[src/lc3b_pkg.sv]
package lc3b_pkg;

    typedef logic [15:0] lc3b_word;

    typedef enum logic [3:0] {
        op_br   = 4'b0000,
        op_add  = 4'b0001,
        op_ldb  = 4'b0010,  // not implemented
        op_stb  = 4'b0011,  // not implemented
        op_jsr  = 4'b0100,  // not implemented
        op_and  = 4'b0101,
        op_ldr  = 4'b0110,
        op_str  = 4'b0111,
        op_rti  = 4'b1000,  // not implemented
        op_not  = 4'b1001,
        op_ldi  = 4'b1010,  // not implemented
        op_sti  = 4'b1011,  // not implemented
        op_jmp  = 4'b1100,
        op_shf  = 4'b1101,  // not implemented
        op_lea  = 4'b1110,
        op_trap = 4'b1111   // not implemented
    } lc3b_opcode;

    typedef enum logic [1:0] {
        alu_add,
        alu_and,
        alu_not,
        alu_pass
    } lc3b_aluop;

    // one instruction word, seen as ALU format or as base/offset format
    typedef union packed {
        lc3b_word word;     // pc offset9 comes from the low bits here
        struct packed {
            lc3b_opcode opcode;
            logic [2:0] dr;
            logic [2:0] sr1;
            logic       imm_flag;
            logic [4:0] imm5;   // sr2 in bits 2:0 when imm_flag is clear
        } alu;
        struct packed {
            lc3b_opcode opcode;
            logic [2:0] dr_nzp; // dest, store source or branch nzp
            logic [2:0] base;
            logic [5:0] offset6;
        } off;
    } lc3b_instr;

    // first fetch address out of reset
    localparam lc3b_word reset_pc = 16'h0000;

endpackage
[src/decode_if.sv]
interface decode_if;
    import lc3b_pkg::*;

    lc3b_instr  instr;
    logic       sr2_sel;        // 1: dr field feeds the second read port (store data)
    logic       imm_sel;        // 1: sign-extended imm5 replaces sr2
    logic       alumux1_sel;    // 0: sr1, 1: pc
    logic [1:0] alumux2_sel;    // 0: sr2/imm, 1: offset6, 2: offset9
    lc3b_aluop  aluop;
    logic       mem_read;
    logic       mem_write;
    logic       load_regfile;
    logic       regfilemux_sel; // 0: alu, 1: memory
    logic       load_cc;
    logic [1:0] pcmux_sel;      // 0: pc+2, 1: alu result, 2: jmp base
    logic       branch;         // redirect only on an nzp match

    modport decoder
    (
        input  instr,
        output sr2_sel, imm_sel, alumux1_sel, alumux2_sel, aluop,
        output mem_read, mem_write, load_regfile, regfilemux_sel,
        output load_cc, pcmux_sel, branch
    );

    modport datapath
    (
        output instr,
        input  sr2_sel, imm_sel, alumux1_sel, alumux2_sel, aluop,
        input  mem_read, mem_write, load_regfile, regfilemux_sel,
        input  load_cc, pcmux_sel, branch
    );

endinterface

[src/mem_if.sv]
interface mem_if;
    import lc3b_pkg::*;

    lc3b_word address;
    logic     read;
    logic     write;    // held low on the instruction port
    lc3b_word wdata;
    lc3b_word rdata;
    logic     resp;     // one-cycle pulse with rdata

    modport core
    (
        output address,
        output read,
        output write,
        output wdata,
        input  rdata,
        input  resp
    );

    modport top
    (
        input  address,
        input  read,
        input  write,
        input  wdata,
        output rdata,
        output resp
    );

endinterface

[src/lc3b_core.sv]
module lc3b_core
(
    input  logic               clk,
    input  logic               reset,
    output lc3b_pkg::lc3b_word i_mem_address,
    output logic               i_mem_read,
    input  logic               i_mem_resp,
    input  lc3b_pkg::lc3b_word i_mem_rdata,
    output lc3b_pkg::lc3b_word d_mem_address,
    output logic               d_mem_read,
    output logic               d_mem_write,
    output lc3b_pkg::lc3b_word d_mem_wdata,
    input  lc3b_pkg::lc3b_word d_mem_rdata,
    input  logic               d_mem_resp
);

    mem_if imem ();
    mem_if dmem ();

    // instruction port, write side stays unused
    assign i_mem_address = imem.address;
    assign i_mem_read    = imem.read;
    assign imem.rdata    = i_mem_rdata;
    assign imem.resp     = i_mem_resp;

    assign d_mem_address = dmem.address;
    assign d_mem_read    = dmem.read;
    assign d_mem_write   = dmem.write;
    assign d_mem_wdata   = dmem.wdata;
    assign dmem.rdata    = d_mem_rdata;
    assign dmem.resp     = d_mem_resp;

    datapath datapath_inst
    (
        .clk,
        .reset,
        .imem (imem.core),
        .dmem (dmem.core)
    );

endmodule

[src/datapath.sv]
module datapath
(
    input logic clk,
    input logic reset,
    mem_if.core imem,
    mem_if.core dmem
);
    import lc3b_pkg::*;

    decode_if dec ();

    logic       advance;
    logic       stall_d;
    logic       d_done;     // data access answered, waiting for the fetch
    lc3b_word   mdr;

    lc3b_word   pc;
    lc3b_word   pc_plus2;
    lc3b_word   pc_next;
    logic [1:0] pcmux_sel;
    logic       br_taken;

    lc3b_instr  ir_id;
    lc3b_word   pc_id;
    lc3b_word   sr1_out;
    lc3b_word   sr2_out;
    lc3b_word   imm5_sext;
    lc3b_word   opb_id;
    logic [2:0] src_b;

    lc3b_instr  ir_ex;
    lc3b_word   pc_ex;
    lc3b_word   sr1_ex;
    lc3b_word   opb_ex;
    lc3b_word   off6_ex;
    lc3b_word   off9_ex;
    lc3b_word   alu_a;
    lc3b_word   alu_b;
    lc3b_word   alu_out;
    logic       alumux1_sel_ex;
    logic [1:0] alumux2_sel_ex;
    lc3b_aluop  aluop_ex;
    logic       mem_read_ex;
    logic       mem_write_ex;
    logic       load_regfile_ex;
    logic       regfilemux_sel_ex;
    logic       load_cc_ex;
    logic [1:0] pcmux_sel_ex;
    logic       branch_ex;

    lc3b_word   alu_mem;
    lc3b_word   wdata_mem;
    lc3b_word   base_mem;
    logic [2:0] dest_mem;
    logic       mem_read_mem;
    logic       mem_write_mem;
    logic       load_regfile_mem;
    logic       regfilemux_sel_mem;
    logic       load_cc_mem;
    logic [1:0] pcmux_sel_mem;
    logic       branch_mem;

    lc3b_word   alu_wb;
    lc3b_word   mem_wb;
    lc3b_word   base_wb;
    lc3b_word   regfile_in;
    logic [2:0] dest_wb;    // nzp for a branch
    logic       load_regfile_wb;
    logic       regfilemux_sel_wb;
    logic       load_cc_wb;
    logic [1:0] pcmux_sel_wb;
    logic       branch_wb;
    logic [2:0] gencc;
    logic [2:0] cc;

    // stall and advance
    assign stall_d = (mem_read_mem | mem_write_mem) & ~dmem.resp & ~d_done;
    assign advance = imem.resp & ~stall_d;

    // fetch
    assign imem.address = pc;
    assign imem.read    = ~imem.resp & ~stall_d;
    assign imem.write   = 1'b0;
    assign imem.wdata   = '0;
    assign pc_plus2     = pc + 16'd2;

    assign br_taken  = |(dest_wb & cc);
    assign pcmux_sel = (branch_wb && !br_taken) ? 2'b00 : pcmux_sel_wb;

    always_comb
    begin
        case (pcmux_sel)
            2'b01:   pc_next = alu_wb;
            2'b10:   pc_next = base_wb;
            default: pc_next = pc_plus2;
        endcase
    end

    always_ff @(posedge clk or posedge reset)
    begin
        if (reset)
        begin
            pc       <= reset_pc;
            ir_id    <= '0;     // BR nzp 000
            d_done   <= 1'b0;
            cc       <= 3'b010;
        end
        else
        begin
            if (advance)
            begin
                pc       <= pc_next;
                ir_id    <= imem.rdata;
            end
            if (advance)
                d_done <= 1'b0;
            else if (dmem.resp)
                d_done <= 1'b1;
            if (advance && load_cc_wb)
                cc <= gencc;
        end
    end

    // decode
    assign dec.instr = ir_id;
    assign src_b     = dec.sr2_sel ? ir_id.alu.dr : ir_id.alu.imm5[2:0];
    assign imm5_sext = {{11{ir_id.alu.imm5[4]}}, ir_id.alu.imm5};
    assign opb_id    = dec.imm_sel ? imm5_sext : sr2_out;

    lc3b_decode decode_inst
    (
        .dec(dec.decoder)
    );

    lc3b_regfile regfile_inst
    (
        .clk,
        .reset,
        .load  (load_regfile_wb & advance),
        .dest  (dest_wb),
        .in    (regfile_in),
        .src_a (ir_id.alu.sr1),
        .src_b (src_b),
        .reg_a (sr1_out),
        .reg_b (sr2_out)
    );

    // execute
    assign off6_ex = {{9{ir_ex.off.offset6[5]}}, ir_ex.off.offset6, 1'b0};
    assign off9_ex = {{6{ir_ex.word[8]}}, ir_ex.word[8:0], 1'b0};
    assign alu_a   = alumux1_sel_ex ? pc_ex : sr1_ex;

    always_comb
    begin
        case (alumux2_sel_ex)
            2'b00:   alu_b = opb_ex;
            2'b01:   alu_b = off6_ex;
            default: alu_b = off9_ex;
        endcase
    end

    lc3b_alu alu_inst
    (
        .aluop (aluop_ex),
        .a     (alu_a),
        .b     (alu_b),
        .f     (alu_out)
    );

    // memory stage drives the data port, held until resp
    assign dmem.address = alu_mem;
    assign dmem.wdata   = wdata_mem;
    assign dmem.read    = mem_read_mem & ~d_done;
    assign dmem.write   = mem_write_mem & ~d_done;

    // writeback
    assign regfile_in = regfilemux_sel_wb ? mem_wb : alu_wb;
    assign gencc[2]   = regfile_in[15];
    assign gencc[1]   = (regfile_in == '0);
    assign gencc[0]   = ~regfile_in[15] & (regfile_in != '0);

    // stage control registers
    always_ff @(posedge clk or posedge reset)
    begin
        if (reset)
        begin
            alumux1_sel_ex     <= 1'b0;
            alumux2_sel_ex     <= 2'b00;
            aluop_ex           <= alu_pass;
            mem_read_ex        <= 1'b0;
            mem_write_ex       <= 1'b0;
            load_regfile_ex    <= 1'b0;
            regfilemux_sel_ex  <= 1'b0;
            load_cc_ex         <= 1'b0;
            pcmux_sel_ex       <= 2'b00;
            branch_ex          <= 1'b0;
            mem_read_mem       <= 1'b0;
            mem_write_mem      <= 1'b0;
            load_regfile_mem   <= 1'b0;
            regfilemux_sel_mem <= 1'b0;
            load_cc_mem        <= 1'b0;
            pcmux_sel_mem      <= 2'b00;
            branch_mem         <= 1'b0;
            load_regfile_wb    <= 1'b0;
            regfilemux_sel_wb  <= 1'b0;
            load_cc_wb         <= 1'b0;
            pcmux_sel_wb       <= 2'b00;
            branch_wb          <= 1'b0;
        end
        else if (advance)
        begin
            alumux1_sel_ex     <= dec.alumux1_sel;
            alumux2_sel_ex     <= dec.alumux2_sel;
            aluop_ex           <= dec.aluop;
            mem_read_ex        <= dec.mem_read;
            mem_write_ex       <= dec.mem_write;
            load_regfile_ex    <= dec.load_regfile;
            regfilemux_sel_ex  <= dec.regfilemux_sel;
            load_cc_ex         <= dec.load_cc;
            pcmux_sel_ex       <= dec.pcmux_sel;
            branch_ex          <= dec.branch;
            mem_read_mem       <= mem_read_ex;
            mem_write_mem      <= mem_write_ex;
            load_regfile_mem   <= load_regfile_ex;
            regfilemux_sel_mem <= regfilemux_sel_ex;
            load_cc_mem        <= load_cc_ex;
            pcmux_sel_mem      <= pcmux_sel_ex;
            branch_mem         <= branch_ex;
            load_regfile_wb    <= load_regfile_mem;
            regfilemux_sel_wb  <= regfilemux_sel_mem;
            load_cc_wb         <= load_cc_mem;
            pcmux_sel_wb       <= pcmux_sel_mem;
            branch_wb          <= branch_mem;
        end
    end

    // stage payload registers
    always_ff @(posedge clk)
    begin
        if (dmem.resp)
            mdr <= dmem.rdata;
        if (advance)
        begin
            pc_id     <= pc_plus2;
            ir_ex     <= ir_id;
            pc_ex     <= pc_id;
            sr1_ex    <= sr1_out;
            opb_ex    <= opb_id;    // also the store data
            alu_mem   <= alu_out;
            wdata_mem <= opb_ex;
            base_mem  <= sr1_ex;
            dest_mem  <= ir_ex.alu.dr;
            alu_wb    <= alu_mem;
            mem_wb    <= d_done ? mdr : dmem.rdata;
            base_wb   <= base_mem;
            dest_wb   <= dest_mem;
        end
    end

endmodule

[src/lc3b_alu.sv]
module lc3b_alu
(
    input  lc3b_pkg::lc3b_aluop aluop,
    input  lc3b_pkg::lc3b_word  a,
    input  lc3b_pkg::lc3b_word  b,
    output lc3b_pkg::lc3b_word  f
);
    import lc3b_pkg::*;

    always_comb
    begin
        case (aluop)
            alu_add:  f = a + b;    // also address and pc-relative sums
            alu_and:  f = a & b;
            alu_not:  f = ~a;
            alu_pass: f = a;
            default:  f = a;
        endcase
    end

endmodule

[src/lc3b_regfile.sv]
module lc3b_regfile
(
    input  logic               clk,
    input  logic               reset,
    input  logic               load,
    input  logic [2:0]         dest,
    input  lc3b_pkg::lc3b_word in,
    input  logic [2:0]         src_a,
    input  logic [2:0]         src_b,
    output lc3b_pkg::lc3b_word reg_a,
    output lc3b_pkg::lc3b_word reg_b
);
    import lc3b_pkg::*;

    lc3b_word data [8];

    always_ff @(posedge clk or posedge reset)
    begin
        if (reset)
        begin
            for (int i = 0; i < 8; i++)
            begin
                data[i] <= '0;
            end
        end
        else if (load)
        begin
            data[dest] <= in;
        end
    end

    // write-first, a same-cycle read sees the incoming value
    assign reg_a = (load && dest == src_a) ? in : data[src_a];
    assign reg_b = (load && dest == src_b) ? in : data[src_b];

endmodule

[src/lc3b_decode.sv]
module lc3b_decode
(
    decode_if.decoder dec
);
    import lc3b_pkg::*;

    lc3b_opcode opcode;

    assign opcode = dec.instr.alu.opcode;

    always_comb
    begin
        // everything starts out as a NOP
        dec.sr2_sel        = 1'b0;
        dec.imm_sel        = 1'b0;
        dec.alumux1_sel    = 1'b0;
        dec.alumux2_sel    = 2'b00;
        dec.aluop          = alu_pass;
        dec.mem_read       = 1'b0;
        dec.mem_write      = 1'b0;
        dec.load_regfile   = 1'b0;
        dec.regfilemux_sel = 1'b0;
        dec.load_cc        = 1'b0;
        dec.pcmux_sel      = 2'b00;
        dec.branch         = 1'b0;

        case (opcode)
            op_add, op_and:
            begin
                dec.imm_sel      = dec.instr.alu.imm_flag;
                dec.aluop        = (opcode == op_add) ? alu_add : alu_and;
                dec.load_regfile = 1'b1;
                dec.load_cc      = 1'b1;
            end
            op_not:
            begin
                dec.aluop        = alu_not;
                dec.load_regfile = 1'b1;
                dec.load_cc      = 1'b1;
            end
            op_lea:
            begin
                dec.alumux1_sel  = 1'b1;    // pc + offset9
                dec.alumux2_sel  = 2'b10;
                dec.aluop        = alu_add;
                dec.load_regfile = 1'b1;
            end
            op_ldr:
            begin
                dec.alumux2_sel    = 2'b01; // base + offset6
                dec.aluop          = alu_add;
                dec.mem_read       = 1'b1;
                dec.load_regfile   = 1'b1;
                dec.regfilemux_sel = 1'b1;
                dec.load_cc        = 1'b1;
            end
            op_str:
            begin
                dec.sr2_sel     = 1'b1;     // store source sits in the dr field
                dec.alumux2_sel = 2'b01;
                dec.aluop       = alu_add;
                dec.mem_write   = 1'b1;
            end
            op_br:
            begin
                dec.alumux1_sel = 1'b1;
                dec.alumux2_sel = 2'b10;
                dec.aluop       = alu_add;
                dec.pcmux_sel   = 2'b01;
                dec.branch      = 1'b1;
            end
            op_jmp:
            begin
                dec.pcmux_sel = 2'b10;      // base register carried to writeback
            end
            default: ;
        endcase
    end

endmodule

[config.mk]
export PLATFORM = sky130hd
export DESIGN_NAME = lc3b_core
export DESIGN_NICKNAME = d
export VERILOG_FILES = /design/src/lc3b_pkg.sv /design/src/decode_if.sv /design/src/mem_if.sv /design/src/lc3b_core.sv /design/src/datapath.sv /design/src/lc3b_alu.sv /design/src/lc3b_regfile.sv /design/src/lc3b_decode.sv
export SDC_FILE = /design/constraint.sdc
export NUM_CORES = 1
export LEC_CHECK = 0
export CORE_UTILIZATION = 58
export DETAILED_ROUTE_END_ITERATION = 6
export DONT_BUFFER_PORTS = 1
export GPL_TIMING_DRIVEN = 0
export HOLD_SLACK_MARGIN = 0.15
export PLACE_DENSITY = 0.85
export SYNTH_ARGS = -nofsm -noshare
export SYNTH_HDL_FRONTEND = slang
export SYNTH_SLANG_ARGS = --single-unit
export TNS_END_PERCENT = 10
[constraint.sdc]
create_clock -name clk -period 6.2 [get_ports clk]
set_clock_uncertainty 0.05 [all_clocks]
set_input_delay 1.55 -clock clk [delete_from_list [all_inputs] [get_ports clk]]
set_output_delay 1.55 -clock clk [all_outputs]
set_load 0.005 [all_outputs]
# After elaboration in Yosys (flattened, before gate mapping)
# Cells that the tools add are included.
[totals]
ff_bits = 383
inputBits = 36
output_inout_bits = 51
word_cells = 139
[op_classes]
addsub = 2
n_lt_le_gt_ge = 4
eq_ne = 15
n_mux = 33
bitwise = 20
reduce_logical = 19
[ops]
columns = ["op", "count"]
rows = [
  ["$mux W16", 11],
  ["$bwmux W128", 1],
  ["$bmux W16 S3", 2],
  ["$pmux W16 S2", 2],
  ["$pmux W16 S4", 1],
  ["$demux W16 S3", 1],
  ["$add A16 B16 Y16", 1],
  ["$add A16 B2 Y16 const B", 1],
  ["$and A16 B16 Y16", 1],
  ["$logic_not A16 Y1", 1],
  ["$not A16 Y16", 1],
  ["$reduce_bool A16 Y1", 1],
  ["$eq A4 B3 Y1 const B", 3],
  ["$eq A4 B4 Y1 const B", 3],
  ["$ge A4 B4 Y1 const B", 3],
  ["$not A3 Y4", 3],
  ["$mux W1", 10],
  ["$and A1 B1 Y1", 8],
  ["$pmux W2 S2", 2],
  ["$reduce_or A4 Y1", 2],
  ["$eq A2 B1 Y1 const B", 3],
  ["$eq A2 B2 Y1 const B", 3],
  ["$eq A3 B3 Y1", 2],
  ["$pmux W2 S3", 1],
  ["other kinds (15)", 26],
]

# Depth between registers and ports, before layout
[depth]
depth_word = 9
ltp_mapped = 14

# By module
# From an unflattened synthesis, not the netlist that was laid out.
[hier_totals]
hier_cells = 1362
hier_area_um2 = 18985.7
[modules_own_cells]
columns = ["module", "n_inst", "cells_each", "area_per_inst_um2"]
rows = [
  ["datapath", 1, 699, 10159.7],
  ["lc3b_regfile", 1, 453, 7369.6],
  ["lc3b_alu", 1, 181, 1263.7],
  ["lc3b_decode", 1, 29, 192.7],
]

# Worst setup path after synthesis
# No wires, ideal clock.
[synth_path]
path_type = "input port to flip-flop"
from = "input port i_mem_resp"
to = "register datapath_inst.alu_wb[0] (enable)"
setup_ns = 0.612
arrival_time_ns = 6.788
required_time_ns = 5.538
slack_ns = -1.250
stages = 3
cell_sequence = "o31ai_2 -> inv_2 -> clkbuf_1"
[synth_between]
elab_chain_cells = 1
[synth_rtl]
columns = ["element", "line", "source"]
rows = [
  ["start: declaration", "lc3b_core.sv:7", "input logic i_mem_resp,"],
  ["$and A1 B1 Y1", "datapath.sv:78", "assign advance = imem.resp & ~stall_d;"],
  ["via datapath_inst.advance", "datapath.sv:12", "logic advance;"],
  ["end signal: assignment", "datapath.sv:253", "alu_wb <= alu_mem;"],
  ["end: declaration", "datapath.sv:63", "lc3b_word alu_wb;"],
]
# The timed path passes the listed nets, and every way through them passes these cells.
# A chain may end at the register's enable or synchronous reset.

# Worst setup path after layout
[layout_path]
from = "register datapath_inst.alumux2_sel_ex[1]"
to = "register datapath_inst.alu_mem[10], in the netlist datapath_inst.dmem.address[10] (data pin)"
[layout_between]
elab_chain_cells = 4
[layout_rtl]
columns = ["element", "line", "source"]
rows = [
  ["start: declaration", "datapath.sv:41", "logic [1:0] alumux2_sel_ex;"],
  ["start signal: assignment", "datapath.sv:213", "alumux2_sel_ex <= dec.alumux2_sel;"],
  ["$eq A2 B1 Y1 or $logic_not A2 Y1 (tied branches)", "datapath.sv:155", "case (alumux2_sel_ex)"],
  ["$pmux W16 S2 *", "datapath.sv:155", ""],
  ["$add A16 B16 Y16 or $and A16 B16 Y16 (tied branches)", "lc3b_alu.sv:13, lc3b_alu.sv:14", ""],
  ["$pmux W16 S4 *", "lc3b_alu.sv:12", "case (aluop)"],
  ["via datapath_inst.alu_inst.f[10]", "lc3b_alu.sv:6", "output lc3b_pkg::lc3b_word f"],
  ["end signal: assignment", "datapath.sv:249", "alu_mem <= alu_out;"],
  ["end: declaration", "datapath.sv:51", "lc3b_word alu_mem;"],
]
# The timed path passes the listed nets; every way through them passes the cells marked *.

==> impl_metrics.env <==
export IMPL_swShare=0.320
export IMPL_seqPwrFrac=0.460
export IMPL_row_count=63
export IMPL_synth_seq_cells=379
export IMPL_ctsResizeCount=0
export IMPL_critPathRequiredTime_ns=6.35
export IMPL_async_reset_ff_frac=0.488
export IMPL_synth_area_leader_cell="edfxtp_1"
export IMPL_top_register="datapath_inst.regfile_inst.data"
export IMPL_fin_util=0.660
export IMPL_pwr_share_clk=0.290
export IMPL_ant_nets=0
export IMPL_peakVddDrop_v=0.000218
export IMPL_holdWs_ns=0.367
export IMPL_ff_latch_area_um2=10500
export IMPL_synth_top_area_frac=0.327
export IMPL_synth_area_um2=17800
export IMPL_status="finished clean"
export IMPL_grt_pass1_wl_um=75000
export IMPL_hold_depth=0
export IMPL_synth_common_cells="nand2_1 (267), edfxtp_1 (194), dfrtp_1 (182), o21ai_0 (174), clkbuf_1 (83)"
export IMPL_crit_chain="clkbuf_1 > buf_1 > clkbuf_1 > nor2_1 > mux2_2 > inv_1 > fa_1 > nor2b_1 > o211ai_1 > a31oi_1 > a21oi_1 > mux2i_1 > o311ai_0"
export IMPL_p_per_area_nw_per_um2=435
export IMPL_critPathTopFamily="buffers and inverters"
export IMPL_hold_violations=0
export IMPL_yosysMostFrequentCell="nand2_1"
export IMPL_r2r_setup_slack_ns=1.47
export IMPL_final_nets=1624
export IMPL_final_cell_area_um2=19800
export IMPL_cap_violations=0
export IMPL_num_fill_cells=2183
export IMPL_coreArea_um2=30000
export IMPL_rsz0062_at_grt="false"
export IMPL_period_share=0.763
export IMPL_die_h_um=177
export IMPL_first_pass_iters=5
export IMPL_ys_warnings_count=0
export IMPL_min_period_ns=4.73
export IMPL_yosys_most_used_dff="edfxtp_1"
export IMPL_start_kind="flip-flop"
export IMPL_synth_edff_count=194
export IMPL_crit_top_cell="clkbuf_1"
export IMPL_rr_startpoint="datapath_inst.alumux2_sel_ex[1]"
export IMPL_reg2reg_depth=13
export IMPL_grtUsageTotal=0.321
export IMPL_power_internal_mw=5.85
export IMPL_drc=0
export IMPL_area_growth_pct=10.8
export IMPL_worst_setup_path_end_kind="flip-flop"
export IMPL_finalMaxSlewViolations=0
export IMPL_setup_viol=0
export IMPL_cts_tree="done"
export IMPL_multiInputGateArea_um2=6850
export IMPL_power_net_switching_mw=2.75
export IMPL_wl_um=49300
export IMPL_clk_pin_slew_ns=0.06
export IMPL_grt_max_degree=133
export IMPL_min_from="datapath_inst.base_mem[6]"
export IMPL_pin_count=87
export IMPL_hold_end="datapath_inst.base_wb[6]"
export IMPL_cts_buffer_depth=3
export IMPL_worstPathArrival_ns=4.88
export IMPL_relSlewSlack=0.0166
export IMPL_die_w_um=177
export IMPL_worstMarginPinSlew_ns=1.43
export IMPL_yosysSeqAreaShare=0.586
export IMPL_postCtsHoldBufs=0
export IMPL_cts_buffers=40
export IMPL_cts_setup_buffers=0
export IMPL_timing_fmax_ghz=0.211
export IMPL_criticalPathCategory="flip-flop to flip-flop"
export IMPL_cp_num_buf_inv=4
export IMPL_rr_endpoint="datapath_inst.dmem.address[10]"
export IMPL_overflow=0
export IMPL_routabilityCongestion=0.947
export IMPL_vias=12900
export IMPL_antenna_found_initial=0
export IMPL_syn_area_per_cell_um2=11.7
export IMPL_leakage_nw=7.86
export IMPL_n_antenna_cell=0
export IMPL_initial_utilization=0.596
export IMPL_yosys_top_cells_area="edfxtp_1 (33%), dfrtp_1 (26%), nand2_1 (5.6%)"
export IMPL_cpPeakStageDelay_ns=0.58
export IMPL_hold_path_class="flip-flop to flip-flop"
export IMPL_synthCells=1524
export IMPL_clock_latency_ns=0.53
export IMPL_crit_fanout=10
export IMPL_p_comb_frac=0.250
export IMPL_root_buffer="clkbuf_16"
export IMPL_vias_per_cell=6.47
export IMPL_io_buffers=0
export IMPL_largest_reg_flops=128
export IMPL_syn_nets=1580
export IMPL_die_area_um2=31500
export IMPL_synth_cell_type_count=65
export IMPL_placed_area_um2=18400
export IMPL_first_iter_violations=1224
export IMPL_h_tree_depth=2
export IMPL_clock_sinks=379
export IMPL_drive_gt1_frac=0.121
export IMPL_post_drt_wl_per_cell_um=24.8
export IMPL_crit_slowest_cell="buf_1"
export IMPL_dpl_hpwl_um=36400
export IMPL_first_global_vias=12900
[layout make-up]
type,count,area share
plain buffers,111,0.0239
multi-input cells,1016,0.347
inverters,18,0.00380
clock buffers,51,0.0553
well taps,390,0.0247
flip-flops and latches,379,0.529
repair buffers,2,0.00279
clock inverters,20,0.0137
[power by group through the flow]
stage	logic [mW]	clock network (mW)	registers, mW
after CTS	2.12	2.52	3.93
final	2.15	2.50	3.95
after global placement	2.02	0	3.93
after floorplan	1.58	0	3.75
after detailed placement	2.10	0	3.96
after global routing	2.36	2.61	4.01
[per-layer routing]
layer	up-vias	wire [um]	track usage
met5	-	0	0
met3	144	3880	0.0570
li1	5676	-	-
met4	0	1910	0.132
met1	6368	18700	0.399
met2	667	24800	0.553
[cells in the final DEF, fill, tap and decap left out, drive strengths merged, types with 32 or more instances in the layout]
cell type | netlist | layout
mux2i | 63 | 63
mux4 | 32 | 32
nor2b | 36 | 36
clkbuf | 83 | 134
o21ai | 174 | 174
a21oi | 67 | 67
edfxtp | 194 | 194
nor2 | 44 | 44
dfrtp | 182 | 182
mux2 | 56 | 56
nand2 | 267 | 267
[worst max path at each step]
stage,startpoint,to,slack [ns],depth (start not counted)
floorplan,reset,datapath_inst.alumux2_sel_ex[0],-0.42,1
finish,datapath_inst.alumux2_sel_ex[1],datapath_inst.dmem.address[10],1.47,13
detailed placement,datapath_inst.alumux2_sel_ex[1],datapath_inst.dmem.address[10],1.49,13
CTS,datapath_inst.alumux2_sel_ex[1],datapath_inst.dmem.address[10],1.47,14
global placement,reset,datapath_inst.regfile_inst.data[66],-2.54,1
global route,datapath_inst.alumux2_sel_ex[1],datapath_inst.dmem.address[8],1.19,13
[stage by stage]
step	worst slack [ns]	power, mW	setup TNS [ns]	cells
floorplan	-0.424	5.33	-77.12	1524
global placement	-2.54	5.95	-459.35	1914
detailed placement	1.49	6.06	0	1916
CTS	1.47	8.56	0	1987
global route	1.19	8.99	0	1987
finish	1.47	8.60	0	1987
[cells by family (layout without fill, tap and decap cells)]
family	count (synthesis)	in the layout	share of synthesized area
flops	379	379	0.586
mux	151	151	0.112
buf+inv	129	202	0.0297
xor+xnor	26	26	0.0128
compound gates	389	389	0.136
fa+ha+maj	20	20	0.0144
simple gates	430	430	0.109
Power figures use the tool's default switching activity.
